### src/design/arm_cfg.svh
// Execute core configuration
`ifndef ARM_CFG_SVH
`define ARM_CFG_SVH

// Datapath width in bits
`define ARM_WORD_W 32

`define ARM_REG_COUNT 16  // General registers
`define ARM_REG_IDX_W 4   // Bits to address one register

// Immediate rotate field counts in steps of two bits
`define ARM_ROT_SCALE 2

`endif

### src/design/arm_dp_pkg.sv
// Datapath type definitions
`default_nettype none

`include "arm_cfg.svh"

package arm_dp_pkg;

  typedef logic [`ARM_WORD_W-1:0] word_t;

  typedef logic [`ARM_REG_IDX_W-1:0] reg_idx_t;

  // Condition flags in NZCV order
  typedef struct packed {
    logic n;
    logic z;
    logic c;
    logic v;
  } flags_t;

  typedef enum logic [1:0] {
    fwd_reg,  // Register file value
    fwd_ex,   // Result still in execute
    fwd_wb    // Result waiting for write-back
  } fwd_sel_e;

endpackage

`default_nettype wire

### src/design/arm_isa_pkg.sv
// Instruction set definitions
`default_nettype none

`include "arm_cfg.svh"

package arm_isa_pkg;

  typedef enum logic [3:0] {
    op_and = 4'd0,
    op_orr = 4'd1,
    op_sub = 4'd2,
    op_add = 4'd3,
    op_mov = 4'd4  // Remaining codes produce zero
  } alu_op_e;

  typedef enum logic [1:0] {
    sh_lsl,
    sh_lsr,
    sh_asr,
    sh_ror
  } shift_e;

  // Data-processing word, MSB first
  typedef struct packed {
    logic [5:0]                unused;
    logic                      imm;
    alu_op_e                   opcode;
    logic                      set_flags;
    logic [`ARM_REG_IDX_W-1:0] rn;
    logic [`ARM_REG_IDX_W-1:0] rd;
    logic [11:0]               operand;
  } instr_t;

  typedef struct packed {
    logic [3:0] rot;   // Rotate right by scale times this
    logic [7:0] imm8;
  } imm_operand_t;

  typedef struct packed {
    logic [4:0]                amount;
    shift_e                    kind;
    logic                      unused;
    logic [`ARM_REG_IDX_W-1:0] rm;
  } reg_operand_t;

endpackage

`default_nettype wire

### src/design/alu_flags.sv
// ALU and condition flags
`default_nettype none

`include "arm_cfg.svh"

module alu_flags (
  input  logic                 clk,
  input  logic                 reset,
  input  logic                 valid,
  input  arm_isa_pkg::alu_op_e op,
  input  logic                 set_flags,
  input  arm_dp_pkg::word_t    a,
  input  arm_dp_pkg::word_t    b,
  output arm_dp_pkg::word_t    result,
  output arm_dp_pkg::flags_t   flags
);

  localparam int MSB = `ARM_WORD_W - 1;

  logic [`ARM_WORD_W:0] sum_ext;  // Extra bit holds carry out
  arm_dp_pkg::word_t    diff;
  arm_dp_pkg::flags_t   next_flags;

  assign sum_ext = {1'b0, a} + {1'b0, b};
  assign diff    = a - b;

  always_comb begin
    case (op)
      arm_isa_pkg::op_and: result = a & b;
      arm_isa_pkg::op_orr: result = a | b;
      arm_isa_pkg::op_sub: result = diff;
      arm_isa_pkg::op_add: result = sum_ext[MSB:0];
      arm_isa_pkg::op_mov: result = b;
      default:             result = '0;
    endcase
  end

  always_comb begin
    next_flags.n = result[MSB];
    next_flags.z = (result == '0);
    next_flags.c = flags.c;  // Logic ops keep C and V
    next_flags.v = flags.v;
    case (op)
      arm_isa_pkg::op_add: begin
        next_flags.c = sum_ext[`ARM_WORD_W];
        next_flags.v = (a[MSB] == b[MSB]) && (result[MSB] != a[MSB]);
      end
      arm_isa_pkg::op_sub: begin
        next_flags.c = (a >= b);  // No borrow
        next_flags.v = (a[MSB] != b[MSB]) && (result[MSB] != a[MSB]);
      end
      default: ;
    endcase
  end

  always_ff @(posedge clk or posedge reset) begin
    if (reset) begin
      flags <= '0;
    end else if (valid && set_flags) begin
      flags <= next_flags;
    end
  end

  op_known: assert property (
    @(posedge clk) disable iff (reset) valid |-> !$isunknown(op)
  ) else $error("alu_flags: unknown opcode in execute");

endmodule

`default_nettype wire

### src/design/exec_pipeline.sv
// Three-stage execute pipeline
`default_nettype none

module exec_pipeline (
  input  logic                 clk,
  input  logic                 reset,
  input  logic                 instr_valid,
  input  arm_isa_pkg::instr_t  instr,
  output logic                 wb_valid,
  output arm_dp_pkg::reg_idx_t wb_rd,
  output arm_dp_pkg::word_t    wb_data,
  output arm_dp_pkg::flags_t   flags
);

  // Decode fields
  arm_isa_pkg::reg_operand_t id_reg_fields;
  arm_dp_pkg::reg_idx_t      id_rn;
  arm_dp_pkg::reg_idx_t      id_rm;
  arm_dp_pkg::word_t         rf_rdata_a;
  arm_dp_pkg::word_t         rf_rdata_b;
  arm_dp_pkg::word_t         rn_value;
  arm_dp_pkg::word_t         rm_value;

  // ID/EX stage
  logic                 ex_valid;
  arm_isa_pkg::alu_op_e ex_op;
  logic                 ex_set_flags;
  arm_dp_pkg::reg_idx_t ex_rd;
  arm_dp_pkg::word_t    ex_rn_value;
  logic                 ex_imm;
  logic [11:0]          ex_operand;
  arm_dp_pkg::word_t    ex_rm_value;

  arm_dp_pkg::word_t    ex_op2;
  arm_dp_pkg::word_t    ex_result;

  assign id_reg_fields = arm_isa_pkg::reg_operand_t'(instr.operand);
  assign id_rn         = instr.rn;
  assign id_rm         = id_reg_fields.rm;  // Ignored later for immediates

  // Written from the EX/WB stage
  register_file u_regs (
    .clk     (clk),
    .reset   (reset),
    .we      (wb_valid),
    .waddr   (wb_rd),
    .wdata   (wb_data),
    .raddr_a (id_rn),
    .raddr_b (id_rm),
    .rdata_a (rf_rdata_a),
    .rdata_b (rf_rdata_b)
  );

  operand_forward u_fwd_rn (
    .src       (id_rn),
    .reg_value (rf_rdata_a),
    .ex_valid  (ex_valid),
    .ex_rd     (ex_rd),
    .ex_value  (ex_result),
    .wb_valid  (wb_valid),
    .wb_rd     (wb_rd),
    .wb_value  (wb_data),
    .value     (rn_value)
  );

  operand_forward u_fwd_rm (
    .src       (id_rm),
    .reg_value (rf_rdata_b),
    .ex_valid  (ex_valid),
    .ex_rd     (ex_rd),
    .ex_value  (ex_result),
    .wb_valid  (wb_valid),
    .wb_rd     (wb_rd),
    .wb_value  (wb_data),
    .value     (rm_value)
  );

  always_ff @(posedge clk or posedge reset) begin
    if (reset) begin
      ex_valid <= 1'b0;
    end else begin
      ex_valid <= instr_valid;
    end
  end

  // Payload of the ID/EX stage
  always_ff @(posedge clk) begin
    if (instr_valid) begin
      ex_op        <= instr.opcode;
      ex_set_flags <= instr.set_flags;
      ex_rd        <= instr.rd;
      ex_rn_value  <= rn_value;
      ex_imm       <= instr.imm;
      ex_operand   <= instr.operand;
      ex_rm_value  <= rm_value;
    end
  end

  operand_shifter u_shifter (
    .imm      (ex_imm),
    .operand  (ex_operand),
    .rm_value (ex_rm_value),
    .op2      (ex_op2)
  );

  // Flags land together with the write-back strobe
  alu_flags u_alu (
    .clk       (clk),
    .reset     (reset),
    .valid     (ex_valid),
    .op        (ex_op),
    .set_flags (ex_set_flags),
    .a         (ex_rn_value),
    .b         (ex_op2),
    .result    (ex_result),
    .flags     (flags)
  );

  always_ff @(posedge clk or posedge reset) begin
    if (reset) begin
      wb_valid <= 1'b0;
    end else begin
      wb_valid <= ex_valid;
    end
  end

  always_ff @(posedge clk) begin
    if (ex_valid) begin
      wb_rd   <= ex_rd;
      wb_data <= ex_result;
    end
  end

endmodule

`default_nettype wire

### src/design/operand_forward.sv
// Source operand bypass select
`default_nettype none

module operand_forward (
  input  arm_dp_pkg::reg_idx_t src,
  input  arm_dp_pkg::word_t    reg_value,
  input  logic                 ex_valid,
  input  arm_dp_pkg::reg_idx_t ex_rd,
  input  arm_dp_pkg::word_t    ex_value,
  input  logic                 wb_valid,
  input  arm_dp_pkg::reg_idx_t wb_rd,
  input  arm_dp_pkg::word_t    wb_value,
  output arm_dp_pkg::word_t    value
);

  arm_dp_pkg::fwd_sel_e sel;

  // Newest producer wins
  always_comb begin
    if (ex_valid && (ex_rd == src)) begin
      sel = arm_dp_pkg::fwd_ex;
    end else if (wb_valid && (wb_rd == src)) begin
      sel = arm_dp_pkg::fwd_wb;
    end else begin
      sel = arm_dp_pkg::fwd_reg;
    end
  end

  always_comb begin
    case (sel)
      arm_dp_pkg::fwd_ex: value = ex_value;
      arm_dp_pkg::fwd_wb: value = wb_value;
      default:            value = reg_value;
    endcase
  end

endmodule

`default_nettype wire

### src/design/operand_shifter.sv
// Second operand builder
`default_nettype none

`include "arm_cfg.svh"

module operand_shifter (
  input  logic              imm,
  input  logic [11:0]       operand,
  input  arm_dp_pkg::word_t rm_value,
  output arm_dp_pkg::word_t op2
);

  arm_isa_pkg::imm_operand_t imm_fields;
  arm_isa_pkg::reg_operand_t reg_fields;
  logic [4:0]                rot_amt;
  arm_dp_pkg::word_t         imm_ext;
  logic [2*`ARM_WORD_W-1:0]  imm_pair;
  logic [2*`ARM_WORD_W-1:0]  rm_pair;

  assign imm_fields = arm_isa_pkg::imm_operand_t'(operand);
  assign reg_fields = arm_isa_pkg::reg_operand_t'(operand);

  assign rot_amt = 5'(`ARM_ROT_SCALE * imm_fields.rot);
  assign imm_ext = arm_dp_pkg::word_t'(imm_fields.imm8);  // Zero extended

  // Rotations as a shift of the doubled word
  assign imm_pair = {imm_ext, imm_ext} >> rot_amt;
  assign rm_pair  = {rm_value, rm_value} >> reg_fields.amount;

  // Zero amount leaves rm_value as is for every kind
  always_comb begin
    if (imm) begin
      op2 = imm_pair[`ARM_WORD_W-1:0];
    end else begin
      case (reg_fields.kind)
        arm_isa_pkg::sh_lsl: op2 = rm_value << reg_fields.amount;
        arm_isa_pkg::sh_lsr: op2 = rm_value >> reg_fields.amount;
        arm_isa_pkg::sh_asr: begin
          op2 = arm_dp_pkg::word_t'($signed(rm_value) >>> reg_fields.amount);
        end
        arm_isa_pkg::sh_ror: op2 = rm_pair[`ARM_WORD_W-1:0];
        default:             op2 = rm_value;
      endcase
    end
  end

endmodule

`default_nettype wire

### src/design/register_file.sv
// General register file
`default_nettype none

`include "arm_cfg.svh"

module register_file (
  input  logic                 clk,
  input  logic                 reset,
  input  logic                 we,
  input  arm_dp_pkg::reg_idx_t waddr,
  input  arm_dp_pkg::word_t    wdata,
  input  arm_dp_pkg::reg_idx_t raddr_a,
  input  arm_dp_pkg::reg_idx_t raddr_b,
  output arm_dp_pkg::word_t    rdata_a,
  output arm_dp_pkg::word_t    rdata_b
);

  arm_dp_pkg::word_t regs [`ARM_REG_COUNT];

  // Single write port, all registers start at zero
  always_ff @(posedge clk or posedge reset) begin
    if (reset) begin
      for (int i = 0; i < `ARM_REG_COUNT; i++) begin
        regs[i] <= '0;
      end
    end else if (we) begin
      regs[waddr] <= wdata;
    end
  end

  // Plain reads, same-cycle writes are bypassed outside
  assign rdata_a = regs[raddr_a];
  assign rdata_b = regs[raddr_b];

  // An X index would corrupt the whole file
  waddr_known: assert property (
    @(posedge clk) disable iff (reset) we |-> !$isunknown(waddr)
  ) else $error("register_file: write with unknown address");

endmodule

`default_nettype wire

### config.mk
export PLATFORM = sky130hd
export DESIGN_NAME = exec_pipeline
export DESIGN_NICKNAME = d
export VERILOG_FILES = /design/src/design/arm_dp_pkg.sv /design/src/design/arm_isa_pkg.sv /design/src/design/alu_flags.sv /design/src/design/exec_pipeline.sv /design/src/design/operand_forward.sv /design/src/design/operand_shifter.sv /design/src/design/register_file.sv
export VERILOG_INCLUDE_DIRS = /design/src /design/src/design
export SDC_FILE = /design/constraint.sdc
export NUM_CORES = 2
export LEC_CHECK = 0
export ABC_CLOCK_PERIOD_IN_PS = 54300
export BUFFER_PORTS_ARGS = -buffer_cell sky130_fd_sc_hd__buf_2
export CAP_MARGIN = 0
export CORE_UTILIZATION = 55
export DETAILED_ROUTE_END_ITERATION = 10
export PLACE_DENSITY_LB_ADDON = 0.05
export SETUP_SLACK_MARGIN = 0.2
export SYNTH_ARGS = -nofsm -noshare
export SYNTH_HDL_FRONTEND = slang
export SYNTH_SLANG_ARGS = --single-unit
### constraint.sdc
create_clock -name clk -period 54.3 [get_ports clk]
set_input_delay 10.86 -clock clk [delete_from_list [all_inputs] [get_ports clk]]
set_output_delay 10.86 -clock clk [all_outputs]
set_load 0.05 [all_outputs]
==> results_dict.tcl <==
set metrics [dict create \
    numPortBuffers 69 \
    final_core_util 0.602 \
    overflow 0 \
    cap_violations 0 \
    nNetsFinal 3961 \
    clk_latency_ps 640 \
    post_synth_main_area_contributors "dfrtp_1, mux4_2, mux2_2" \
    synth_cell_types 88 \
    synth_compound_area_frac 0.131 \
    num_io_pins 76 \
    layout.cells.non_filler 4941 \
    critPathArrivalTime_ps 14460 \
    max_freq_mhz 70.2 \
    drtIter0Drc 4113 \
    grt_use_total 0.409 \
    n_fill_cell 6359 \
    dieArea_sq_um 83500 \
    synthAdderAreaFrac 0.0296 \
    dp_slack_ps 39560 \
    h-tree-depth 3 \
    netlist_area_sq_um 45300 \
    clockRootBuffer "clkbuf_16" \
    setup_violations 0 \
    avgViaCountPerCell 7.38 \
    cts_buffers 71 \
    worst_pin_slew_ps 1460 \
    powerDensity_nw_per_um2 42.3 \
    core_sq_um 80900 \
    post_cts_buffers 0 \
    status "finished clean" \
    yosysTopAreaCell "dfrtp_1" \
    synth_mux_area_frac 0.340 \
    grt_max_degree 133 \
    hpwl_mm 115 \
    synth_top_family_by_area "multiplexers" \
    grt_first_pass_wirelength_mm 249 \
    synthFlopType "dfrtp_1" \
    syn_to_final_growth_pct 7.71 \
    drc 0 \
    p_leak_uw 0.0197 \
    die_w_microns 289 \
    cts_tree "done" \
    finalCriticalPeriod_ps 14240 \
    start_util 0.559 \
    ctsResizeCount 0 \
    grt_setup_unrepaired "no" \
    die_y_microns 289 \
    final_cell_mix "mux2_2, dfrtp_1, mux4_2" \
    ir_drop_v 0.0000335 \
    regArea_sq_um 16600 \
    synth_nets 4106 \
    gp_congestion 1.03 \
    final_common_cell "mux2_2" \
    wire_per_inst_microns 34.4 \
    reg2reg_slack_ps 44990 \
    hold_class "reg2reg" \
    dp.cells 4807 \
    async_reset_ff_frac 0.809 \
    antenna_found_initial 5 \
    hold_buffers 0 \
    clkSlewWorstSetupHoldPaths_ps 60 \
    synthCells 3965 \
    synth-simple-area-share 0.0774 \
    hold_viol_final 0 \
    num_vias 36453 \
    setup_tns_ps 0 \
    rows 104 \
    ant_nets 0 \
    finalWorstSetupSlack_ps 40060 \
    fin_skew_ps 37.8 \
    synth-xor-area-share 0.00929 \
    required_ps 54510 \
    grt_pass1_vias 36006 \
    ys_ff_latch 640 \
    cp-end-kind "register" \
    yosys_warnings 0 \
    worstPathMaxFanout 46 \
    startpoint_type "input pin" \
    relSlewSlack 0.0189 \
    wl_mm 170 \
    period_share 0.262 \
    slew_viol_final 0 \
    synth_edf_count 122 \
    layout-drive-gt1-share 0.317 \
    critPathKind "in2reg" \
    ys_seq_area_frac 0.367 \
    clock_sinks 640 \
    multi_input_area_sq_um 26700 \
    clockBufferDepth 3 \
    synth_top_cell_area_share 0.286 \
    dr.pass1.iters 8 \
    avgSynthCellArea_sq_um 11.4 \
]
[final cells by class]
| type | instances | share of cell area |
|---|---|---|
| Inverter | 133 | 0.0104 |
| Clock buffer | 102 | 0.0424 |
| Timing Repair Buffer | 165 | 0.0232 |
| Antenna cell | 3 | 0.000154 |
| Sequential cell | 640 | 0.341 |
| Multi-Input combinational cell | 2809 | 0.548 |
| Tap cell | 1060 | 0.0272 |
| Clock inverter | 29 | 0.00772 |
[worst max-delay path, stage by stage]
cell and delay, ps:
buf_8 430, buf_4 800, xor2_1 160, nor4_2 330, buf_4 520, a21oi_1 130
o21ai_0 1140
[per-stage QoR]
step / cell area (sq um) / total power, uW / hold WS [ps]
floorplan: 45300 / 1300 / 491
global placement: 46300 / 1500 / 468
detailed placement: 46300 / 1540 / 466
CTS: 48800 / 2050 / 480
global route: 48800 / 2140 / 532
finish: 48800 / 2060 / 478
[cells by family after synthesis]
| kind of cell | after synthesis |
|---|---|
| fa+ha+maj | 106 |
| flops | 640 |
| mux | 1051 |
| buf+inv | 516 |
| simple gates | 716 |
| xor+xnor | 48 |
| compound gates | 888 |
[path summary, 6_finish.rpt]
kind                                 from  cells past startpoint               end
max in group asynchronous           reset                      4   u_regs.regs[36]
setup / recovery                instr[16]                      7   ex_rn_value[18]
setup reg to reg            ex_operand[8]                     18    u_alu.flags[2]
min in group asynchronous           reset                      2  u_regs.regs[113]
hold reg to reg            u_alu.flags[3]                      2    u_alu.flags[3]
hold / removal             u_alu.flags[3]                      2    u_alu.flags[3]
[report_power, final]
part	internal [uW]	leakage, uW	switching [uW]
Sequential	651	0.00777	150
Combinational	371	0.0108	388
Clock	290	0.00120	213
[sequential cells by signal, indices dropped and copies added, names as in the netlist, 4 cells and up]
| register | count |
|---|---|
| ex_rm_value | 32 |
| ex_operand | 12 |
| wb_data | 32 |
| u_alu.flags | 4 |
| ex_rd | 4 |
| wb_rd | 4 |
| ex_rn_value | 32 |
| u_regs.regs | 512 |
| ex_op | 4 |
[synth_stat cells, types with 15 or more instances]
master	n
a211oi_1	189
o211ai_1	24
buf_2	37
o31ai_1	27
dfrtp_1	518
clkbuf_1	261
a21o_1	20
mux2i_1	150
o22ai_1	45
nor4_1	24
ha_1	104
nand2b_1	26
nor2b_1	92
nand2_1	203
o21ai_0	150
xnor2_1	33
nand3_1	44
or2_2	15
a31oi_1	23
mux2_2	565
xor2_1	15
mux4_2	331
inv_1	129
nor3_1	49
nor2_1	169
nand4_1	19
a22oi_1	18
a21oi_1	204
buf_1	67
o221ai_1	18
edfxtp_1	122
[routing by layer]
metal	share of wire	up-vias	GRT usage	wire length [microns]
met3	0.10	476	0.0957	17200
met5	0.00024	-	0	41
met4	0.063	6	0.219	10800
li1	-	14963	-	-
met1	0.38	18770	0.545	65300
met2	0.45	2238	0.624	76700
Note: power is estimated with default switching activity, not from simulation.
